[src/tnoc_defines.svh]
`ifndef TNOC_DEFINES_SVH
`define TNOC_DEFINES_SVH

// width of a node id and of the destination field of a head flit
`define TNOC_ID_WIDTH 4

// flit payload width
`define TNOC_DATA_WIDTH 32

// entries per input FIFO
`define TNOC_FIFO_DEPTH 4

`endif
[src/tnoc_pkg.sv]
`include "tnoc_defines.svh"

package tnoc_pkg;

  // node id and flit destination
  typedef logic [`TNOC_ID_WIDTH-1:0] tnoc_id_t;

  // flit payload
  typedef logic [`TNOC_DATA_WIDTH-1:0] tnoc_data_t;

  // an output is either free for a new head flit or owned by one packet
  typedef enum logic {
    LOCK_IDLE = 1'b0,
    LOCK_BUSY = 1'b1
  } tnoc_lock_e;

endpackage

[src/tnoc_router.sv]
`timescale 1ns/1ns

module tnoc_router (
  input  logic                 clk,
  input  logic                 rst_n,
  input  tnoc_pkg::tnoc_id_t   id_x,
  input  logic                 local_in_valid,
  output logic                 local_in_ready,
  input  logic                 local_in_head,
  input  logic                 local_in_tail,
  input  tnoc_pkg::tnoc_id_t   local_in_dest,
  input  tnoc_pkg::tnoc_data_t local_in_data,
  input  logic                 link_in_valid,
  output logic                 link_in_ready,
  input  logic                 link_in_head,
  input  logic                 link_in_tail,
  input  tnoc_pkg::tnoc_id_t   link_in_dest,
  input  tnoc_pkg::tnoc_data_t link_in_data,
  output logic                 local_out_valid,
  input  logic                 local_out_ready,
  output logic                 local_out_head,
  output logic                 local_out_tail,
  output tnoc_pkg::tnoc_id_t   local_out_dest,
  output tnoc_pkg::tnoc_data_t local_out_data,
  output logic                 link_out_valid,
  input  logic                 link_out_ready,
  output logic                 link_out_head,
  output logic                 link_out_tail,
  output tnoc_pkg::tnoc_id_t   link_out_dest,
  output tnoc_pkg::tnoc_data_t link_out_data
);
  import tnoc_pkg::*;

  // switch side of the local input, wired to switch port a
  logic       a_valid;
  logic       a_head;
  logic       a_tail;
  logic       a_route;
  tnoc_id_t   a_dest;
  tnoc_data_t a_data;
  logic       a_pop;

  // switch side of the link input, wired to switch port b
  logic       b_valid;
  logic       b_head;
  logic       b_tail;
  logic       b_route;
  tnoc_id_t   b_dest;
  tnoc_data_t b_data;
  logic       b_pop;

  tnoc_input_unit u_local_in (
    .clk        (clk),
    .rst_n      (rst_n),
    .id_x       (id_x),
    .in_valid   (local_in_valid),
    .in_head    (local_in_head),
    .in_tail    (local_in_tail),
    .in_dest    (local_in_dest),
    .in_data    (local_in_data),
    .in_ready   (local_in_ready),
    .fifo_valid (a_valid),
    .fifo_head  (a_head),
    .fifo_tail  (a_tail),
    .fifo_dest  (a_dest),
    .fifo_data  (a_data),
    .route      (a_route),
    .pop        (a_pop)
  );

  tnoc_input_unit u_link_in (
    .clk        (clk),
    .rst_n      (rst_n),
    .id_x       (id_x),
    .in_valid   (link_in_valid),
    .in_head    (link_in_head),
    .in_tail    (link_in_tail),
    .in_dest    (link_in_dest),
    .in_data    (link_in_data),
    .in_ready   (link_in_ready),
    .fifo_valid (b_valid),
    .fifo_head  (b_head),
    .fifo_tail  (b_tail),
    .fifo_dest  (b_dest),
    .fifo_data  (b_data),
    .route      (b_route),
    .pop        (b_pop)
  );

  tnoc_output_switch u_switch (
    .clk             (clk),
    .rst_n           (rst_n),
    .a_valid         (a_valid),
    .a_head          (a_head),
    .a_tail          (a_tail),
    .a_route         (a_route),
    .a_dest          (a_dest),
    .a_data          (a_data),
    .a_pop           (a_pop),
    .b_valid         (b_valid),
    .b_head          (b_head),
    .b_tail          (b_tail),
    .b_route         (b_route),
    .b_dest          (b_dest),
    .b_data          (b_data),
    .b_pop           (b_pop),
    .local_out_valid (local_out_valid),
    .local_out_head  (local_out_head),
    .local_out_tail  (local_out_tail),
    .local_out_dest  (local_out_dest),
    .local_out_data  (local_out_data),
    .local_out_ready (local_out_ready),
    .link_out_valid  (link_out_valid),
    .link_out_head   (link_out_head),
    .link_out_tail   (link_out_tail),
    .link_out_dest   (link_out_dest),
    .link_out_data   (link_out_data),
    .link_out_ready  (link_out_ready)
  );

endmodule

[src/tnoc_output_switch.sv]
`timescale 1ns/1ns

module tnoc_output_switch (
  input  logic                 clk,
  input  logic                 rst_n,
  input  logic                 a_valid,
  input  logic                 a_head,
  input  logic                 a_tail,
  input  logic                 a_route,
  input  tnoc_pkg::tnoc_id_t   a_dest,
  input  tnoc_pkg::tnoc_data_t a_data,
  output logic                 a_pop,
  input  logic                 b_valid,
  input  logic                 b_head,
  input  logic                 b_tail,
  input  logic                 b_route,
  input  tnoc_pkg::tnoc_id_t   b_dest,
  input  tnoc_pkg::tnoc_data_t b_data,
  output logic                 b_pop,
  output logic                 local_out_valid,
  output logic                 local_out_head,
  output logic                 local_out_tail,
  output tnoc_pkg::tnoc_id_t   local_out_dest,
  output tnoc_pkg::tnoc_data_t local_out_data,
  input  logic                 local_out_ready,
  output logic                 link_out_valid,
  output logic                 link_out_head,
  output logic                 link_out_tail,
  output tnoc_pkg::tnoc_id_t   link_out_dest,
  output tnoc_pkg::tnoc_data_t link_out_data,
  input  logic                 link_out_ready
);
  import tnoc_pkg::*;

  // index 0 is the local output, index 1 the link output

  logic [1:0] out_ready;
  logic [1:0] match_a;
  logic [1:0] match_b;
  logic [1:0] req_a;
  logic [1:0] req_b;
  logic [1:0] grant;
  logic [1:0] sel;      // 0 picks input a, 1 picks input b
  logic [1:0] can_load;
  logic [1:0] move;
  logic [1:0] rr;       // set when input b has priority for the next head
  logic [1:0] owner;

  tnoc_lock_e lock_state [2];

  logic [1:0] mux_head;
  logic [1:0] mux_tail;
  tnoc_id_t   mux_dest [2];
  tnoc_data_t mux_data [2];

  logic [1:0] out_valid_q;
  logic [1:0] out_head_q;
  logic [1:0] out_tail_q;
  tnoc_id_t   out_dest_q [2];
  tnoc_data_t out_data_q [2];

  assign out_ready = {link_out_ready, local_out_ready};

  assign match_a = {a_valid && a_route, a_valid && !a_route};
  assign match_b = {b_valid && b_route, b_valid && !b_route};
  assign req_a   = match_a & {2{a_head}};
  assign req_b   = match_b & {2{b_head}};

  // an output register takes a new flit when it is empty or drains this cycle
  assign can_load = ~out_valid_q | out_ready;

  always_comb begin
    for (int o = 0; o < 2; o++) begin
      if (lock_state[o] == LOCK_IDLE) begin
        grant[o] = req_a[o] || req_b[o];
        sel[o]   = (req_a[o] && req_b[o]) ? rr[o] : req_b[o];
      end else begin
        grant[o] = owner[o] ? match_b[o] : match_a[o];
        sel[o]   = owner[o];
      end
      mux_head[o] = sel[o] ? b_head : a_head;
      mux_tail[o] = sel[o] ? b_tail : a_tail;
      mux_dest[o] = sel[o] ? b_dest : a_dest;
      mux_data[o] = sel[o] ? b_data : a_data;
    end
  end

  assign move = grant & can_load;

  // each input routes to one output only, so it is popped at most once
  assign a_pop = |(move & ~sel);
  assign b_pop = |(move & sel);

  always_ff @(posedge clk) begin
    if (!rst_n) begin
      out_valid_q <= '0;
      rr          <= '0;
      owner       <= '0;
      for (int o = 0; o < 2; o++) begin
        lock_state[o] <= LOCK_IDLE;
      end
    end else begin
      for (int o = 0; o < 2; o++) begin
        if (move[o]) begin
          out_valid_q[o] <= 1'b1;
        end else if (out_ready[o]) begin
          out_valid_q[o] <= 1'b0;
        end

        case (lock_state[o])
          LOCK_IDLE: begin
            if (move[o]) begin
              rr[o]    <= ~sel[o]; // the loser of this round goes first next time
              owner[o] <= sel[o];
              if (!mux_tail[o]) begin
                lock_state[o] <= LOCK_BUSY;
              end
            end
          end
          LOCK_BUSY: begin
            if (move[o] && mux_tail[o]) begin
              lock_state[o] <= LOCK_IDLE;
            end
          end
          default: lock_state[o] <= LOCK_IDLE;
        endcase
      end
    end
  end

  always_ff @(posedge clk) begin
    for (int o = 0; o < 2; o++) begin
      if (move[o]) begin
        out_head_q[o] <= mux_head[o];
        out_tail_q[o] <= mux_tail[o];
        out_dest_q[o] <= mux_dest[o];
        out_data_q[o] <= mux_data[o];
      end
    end
  end

  assign local_out_valid = out_valid_q[0];
  assign local_out_head  = out_head_q[0];
  assign local_out_tail  = out_tail_q[0];
  assign local_out_dest  = out_dest_q[0];
  assign local_out_data  = out_data_q[0];

  assign link_out_valid = out_valid_q[1];
  assign link_out_head  = out_head_q[1];
  assign link_out_tail  = out_tail_q[1];
  assign link_out_dest  = out_dest_q[1];
  assign link_out_data  = out_data_q[1];

endmodule

[src/tnoc_input_unit.sv]
`timescale 1ns/1ns

`include "tnoc_defines.svh"

module tnoc_input_unit (
  input  logic                 clk,
  input  logic                 rst_n,
  input  tnoc_pkg::tnoc_id_t   id_x,
  input  logic                 in_valid,
  input  logic                 in_head,
  input  logic                 in_tail,
  input  tnoc_pkg::tnoc_id_t   in_dest,
  input  tnoc_pkg::tnoc_data_t in_data,
  output logic                 in_ready,
  output logic                 fifo_valid,
  output logic                 fifo_head,
  output logic                 fifo_tail,
  output tnoc_pkg::tnoc_id_t   fifo_dest,
  output tnoc_pkg::tnoc_data_t fifo_data,
  output logic                 route,
  input  logic                 pop
);
  import tnoc_pkg::*;

  localparam int DEPTH = `TNOC_FIFO_DEPTH;
  localparam int PTR_W = (DEPTH > 1) ? $clog2(DEPTH) : 1;
  localparam int CNT_W = $clog2(DEPTH + 1);

  logic       mem_head [DEPTH];
  logic       mem_tail [DEPTH];
  tnoc_id_t   mem_dest [DEPTH];
  tnoc_data_t mem_data [DEPTH];

  logic [PTR_W-1:0] wr_ptr;
  logic [PTR_W-1:0] rd_ptr;
  logic [CNT_W-1:0] count;

  logic full;
  logic empty;
  logic wr_en;
  logic rd_en;
  logic head_route;
  logic route_q;

  assign full  = (count == CNT_W'(DEPTH));
  assign empty = (count == '0);

  assign in_ready = !full;
  assign wr_en    = in_valid && in_ready;
  assign rd_en    = pop && !empty; // an empty FIFO is never popped

  // flit storage is written at wr_ptr
  always_ff @(posedge clk) begin
    if (wr_en) begin
      mem_head[wr_ptr] <= in_head;
      mem_tail[wr_ptr] <= in_tail;
      mem_dest[wr_ptr] <= in_dest;
      mem_data[wr_ptr] <= in_data;
    end
  end

  always_ff @(posedge clk) begin
    if (!rst_n) begin
      wr_ptr <= '0;
      rd_ptr <= '0;
      count  <= '0;
    end else begin
      if (wr_en) begin
        wr_ptr <= (wr_ptr == PTR_W'(DEPTH - 1)) ? '0 : wr_ptr + 1'b1;
      end
      if (rd_en) begin
        rd_ptr <= (rd_ptr == PTR_W'(DEPTH - 1)) ? '0 : rd_ptr + 1'b1;
      end
      case ({wr_en, rd_en})
        2'b10:   count <= count + 1'b1;
        2'b01:   count <= count - 1'b1;
        default: count <= count;
      endcase
    end
  end

  assign fifo_valid = !empty;
  assign fifo_head  = mem_head[rd_ptr];
  assign fifo_tail  = mem_tail[rd_ptr];
  assign fifo_dest  = mem_dest[rd_ptr];
  assign fifo_data  = mem_data[rd_ptr];

  // 0 sends the packet to the local output, 1 sends it down the link
  assign head_route = (fifo_dest != id_x);

  // body and tail flits follow the route taken by their head
  always_ff @(posedge clk) begin
    if (!rst_n) begin
      route_q <= 1'b0;
    end else if (rd_en && fifo_head) begin
      route_q <= head_route;
    end
  end

  assign route = fifo_head ? head_route : route_q;

endmodule

[config.mk]
export PLATFORM = sky130hd
export DESIGN_NAME = tnoc_router
export DESIGN_NICKNAME = d
export VERILOG_FILES = /design/src/tnoc_pkg.sv /design/src/tnoc_router.sv /design/src/tnoc_output_switch.sv /design/src/tnoc_input_unit.sv
export VERILOG_INCLUDE_DIRS = /design/src
export SDC_FILE = /design/constraint.sdc
export NUM_CORES = 1
export LEC_CHECK = 0
export BUFFER_PORTS_ARGS = -buffer_cell sky130_fd_sc_hd__buf_2
export CORE_MARGIN = 3
export CORE_UTILIZATION = 48
export DETAILED_ROUTE_END_ITERATION = 10
export GPL_TIMING_DRIVEN = 0
export HOLD_SLACK_MARGIN = 0.08
export PLACE_DENSITY_LB_ADDON = 0.25
export SLEW_MARGIN = 20
export SYNTH_ARGS = -nofsm -noshare
export SYNTH_HDL_FRONTEND = slang
export SYNTH_SLANG_ARGS = --single-unit
[constraint.sdc]
create_clock -name clk -period 6.79 [get_ports clk]
set_input_delay 1.6975 -clock clk [delete_from_list [all_inputs] [get_ports clk]]
set_output_delay 1.6975 -clock clk [all_outputs]
set_load 0.03 [all_outputs]
==> flow_summary.json <==
{
  "status": "finished clean",
  "synth_area_per_cell_um2": 20.8,
  "synth_fa_ha_area_frac": 0.0120,
  "fmax_ghz": 0.239,
  "hold_buffers": 0,
  "final_cells": 1441,
  "synthMuxAreaShare": 0.163,
  "placed_cells": 1363,
  "dieArea_mm2": 0.0351,
  "clk_path_buf_depth": 3,
  "async_reset_ff_frac": 0,
  "nets": 1072,
  "cts_resized": 0,
  "hpwl_um": 20300,
  "overflow": 0,
  "synth_seq_cells": 408,
  "final.min_clock_period_ps": 4180,
  "dp_worst_setup_slack_ps": 2100,
  "yosysSeqAreaShare": 0.758,
  "synth-simple-area-share": 0.0287,
  "fillCellCount": 2427,
  "ys_top_cells_by_area": "edfxtp_1 (72%), mux4_2 (11%), mux2_2 (5.1%)",
  "cap_viol_max_count": 0,
  "min_from": "u_link_in.count[2]",
  "setup_violations": 0,
  "wirelength_um": 33100,
  "finalPower_mw": 7.92,
  "cts_htree_levels": 2,
  "critPathLaunchType": "input port",
  "synth_nets": 858,
  "pin_count": 166,
  "tritoncts": "done",
  "worstPathCellList": "buf_2, xnor2_1, nand4_1, o221ai_1, nand3_1, o2bb2ai_2, ha_1, inv_1, fa_1, xor2_1, or3_1, a21oi_1",
  "finalCritPeriodShare": 0.616,
  "setup.worst_path.class": "input port to flip-flop",
  "first_pass_iters": 5,
  "worstPathArrival_ps": 4630,
  "maxSlewViolCount": 0,
  "dieHeight_um": 187,
  "rsz0062_at_grt": "no",
  "die_x_um": 187,
  "synth.distinct_cells": 52,
  "ant_nets": 0,
  "synth_flop_cell": "edfxtp_1",
  "route.detailed.drc": 0,
  "grt_pass1_wl_um": 50500,
  "tns_ps": 0,
  "syn_inst": 758,
  "startpoint": "id_x[2]",
  "required_ps": 7240,
  "gp_congestion": 0.730,
  "yosysWarnings": 0,
  "critPathMaxFanout": 7,
  "hold_viol": 0,
  "cts.clk_slew.worst_paths_ps": 60,
  "synth_largest_area_cell": "edfxtp_1",
  "final_area_mm2": 0.0185,
  "peakVddDrop_mv": 0.275,
  "vias_per_cell": 5.42,
  "fp-row-count": 65,
  "hold_class": "flip-flop to flip-flop",
  "tightest_slew_ps": 990,
  "synthXorXnorAreaFrac": 0.00863,
  "synth_top_area_frac": 0.724,
  "synth-compound-area-share": 0.0165,
  "relSlewSlack": 0.340,
  "synth_top_family_by_area": "multiplexers",
  "ctsRootBufferMaster": "clkbuf_16",
  "syn_to_final_growth_pct": 17.1,
  "synth-edff-count": 381,
  "p_per_area_mw_per_mm2": 428,
  "antenna_found_initial": 6,
  "layout-drive-gt1-share": 0.409,
  "grt_pass1_vias": 8228,
  "drt_iter0_markers": 580,
  "synth_area_mm2": 0.0158,
  "vias": 7816,
  "cp_slowest_stage_delay_ps": 390,
  "gr-usage-all-layers": 0.191,
  "placed_area_mm2": 0.0173,
  "core_mm2": 0.0320,
  "skew_ps": 18.2,
  "p_leak_nw": 6.26,
  "numCtsBuffers": 42,
  "critPathCaptureType": "flip-flop",
  "fin_ws_ps": 2610,
  "clkLatencyLatePin_ps": 530,
  "ff_latch_area_mm2": 0.0120,
  "wl_per_cell_um": 23.0,
  "initial_utilization": 0.494,
  "cts_setup_buffers": 0,
  "portBuffers": 165,
  "grt_max_degree": 41,
  "cts.sinks": 408,
  "crit_slowest_cell": "o2bb2ai_2",
  "multi_input_area_mm2": 0.00366
}
-- cell type report --
cell class                 instances  share of cell area
timing repair buffer             170              0.0479
clock inverter                    23             0.00642
sequential                       408               0.647
tap                              435              0.0294
inverter                          16             0.00338
multi-input combinational        305               0.198
antenna                            3            0.000406
buffer                            29             0.00771
clock buffer                      52              0.0594
-- worst max-delay path: cells and delay by family --
kind,cells,cell delay [ps]
and+or+nand+nor,3,940
AOI/OAI and AO/OA,3,820
adders and majority gates,2,620
xor gates and xnor gates,2,370
buffers and inverters,2,190
-- cells in the final DEF (no fill, tap or decap), types with 14 or more instances in the layout --
cell	synthesis	routed
inv_1	15	14
nor2_1	18	18
clkbuf_16	0	42
dfxtp_1	27	27
mux4_2	75	75
nand2_1	30	30
clkbuf_1	15	23
buf_2	11	176
edfxtp_1	381	381
mux2_2	72	72
-- routing by layer --
metal	routed length, um	global-route usage
met4	755	0.0517
met5	38	0
met3	1670	0.0380
met2	16400	0.320
met1	14300	0.259
-- cell usage after synthesis, drive strengths merged, types with 4 or more instances --
library cell and n:
edfxtp 381, mux4 76, mux2 74, nand2 30, dfxtp 27, nor2 18
clkbuf 15, inv 15, buf 14, ha 12, a21oi 11, o21ai 10
and3 8, xnor2 8, nand3 7, or3 7, nor3 6, xor2 5
and2 4
-- through the flow --
| step | util | hold slack, ps |
|---|---|---|
| after global routing | 0.579 | 517 |
| after floorplan | - | 463 |
| after CTS | 0.579 | 497 |
| after detailed placement | 0.541 | 480 |
| final | 0.579 | 499 |
| after global placement | 0.537 | 482 |
-- cells by family (layout without fill, tap and decap cells) --
| group | count (synthesis) | in the layout |
|---|---|---|
| buf+inv | 45 | 290 |
| fa+ha+maj | 14 | 14 |
| flops | 408 | 408 |
| simple gates | 90 | 90 |
| compound gates | 36 | 36 |
| mux | 152 | 152 |
| xor+xnor | 13 | 13 |
| other cells | 0 | 3 |
-- where the power goes --
group	internal, mW	total, mW	switching, mW
Sequential	3.32	3.43	0.114
Clock	1.15	2.05	0.899
Combinational	0.948	2.44	1.49
-- worst paths after layout --
check                        endpoint  slack [ps]  cells past startpoint
setup / recovery  u_local_in.count[2]        2610                     12
hold / removal     u_link_in.count[2]         500                      2
setup reg to reg  u_local_in.count[2]        2750                     13
hold reg to reg    u_link_in.count[2]         500                      2
-- registers in the layout (all words and copies together) (netlist names), named ones only --
register              cells
u_link_in.count           3
u_link_in.mem_data      128
u_link_in.mem_dest       16
u_link_in.mem_head        4
u_link_in.mem_tail        4
u_link_in.rd_ptr          2
u_link_in.route_q         1
u_link_in.wr_ptr          2
u_local_in.count          3
u_local_in.mem_data     128
u_local_in.mem_dest      16
u_local_in.mem_head       4
u_local_in.mem_tail       4
u_local_in.rd_ptr         2
u_local_in.route_q        1
u_local_in.wr_ptr         2
u_switch.lock_state       2
u_switch.out_data_q      64
u_switch.out_dest_q       8
u_switch.out_head_q       2
u_switch.out_tail_q       2
u_switch.out_valid_q      2
u_switch.owner            2
u_switch.rr               2
Note: power is estimated with default switching activity, not from simulation.
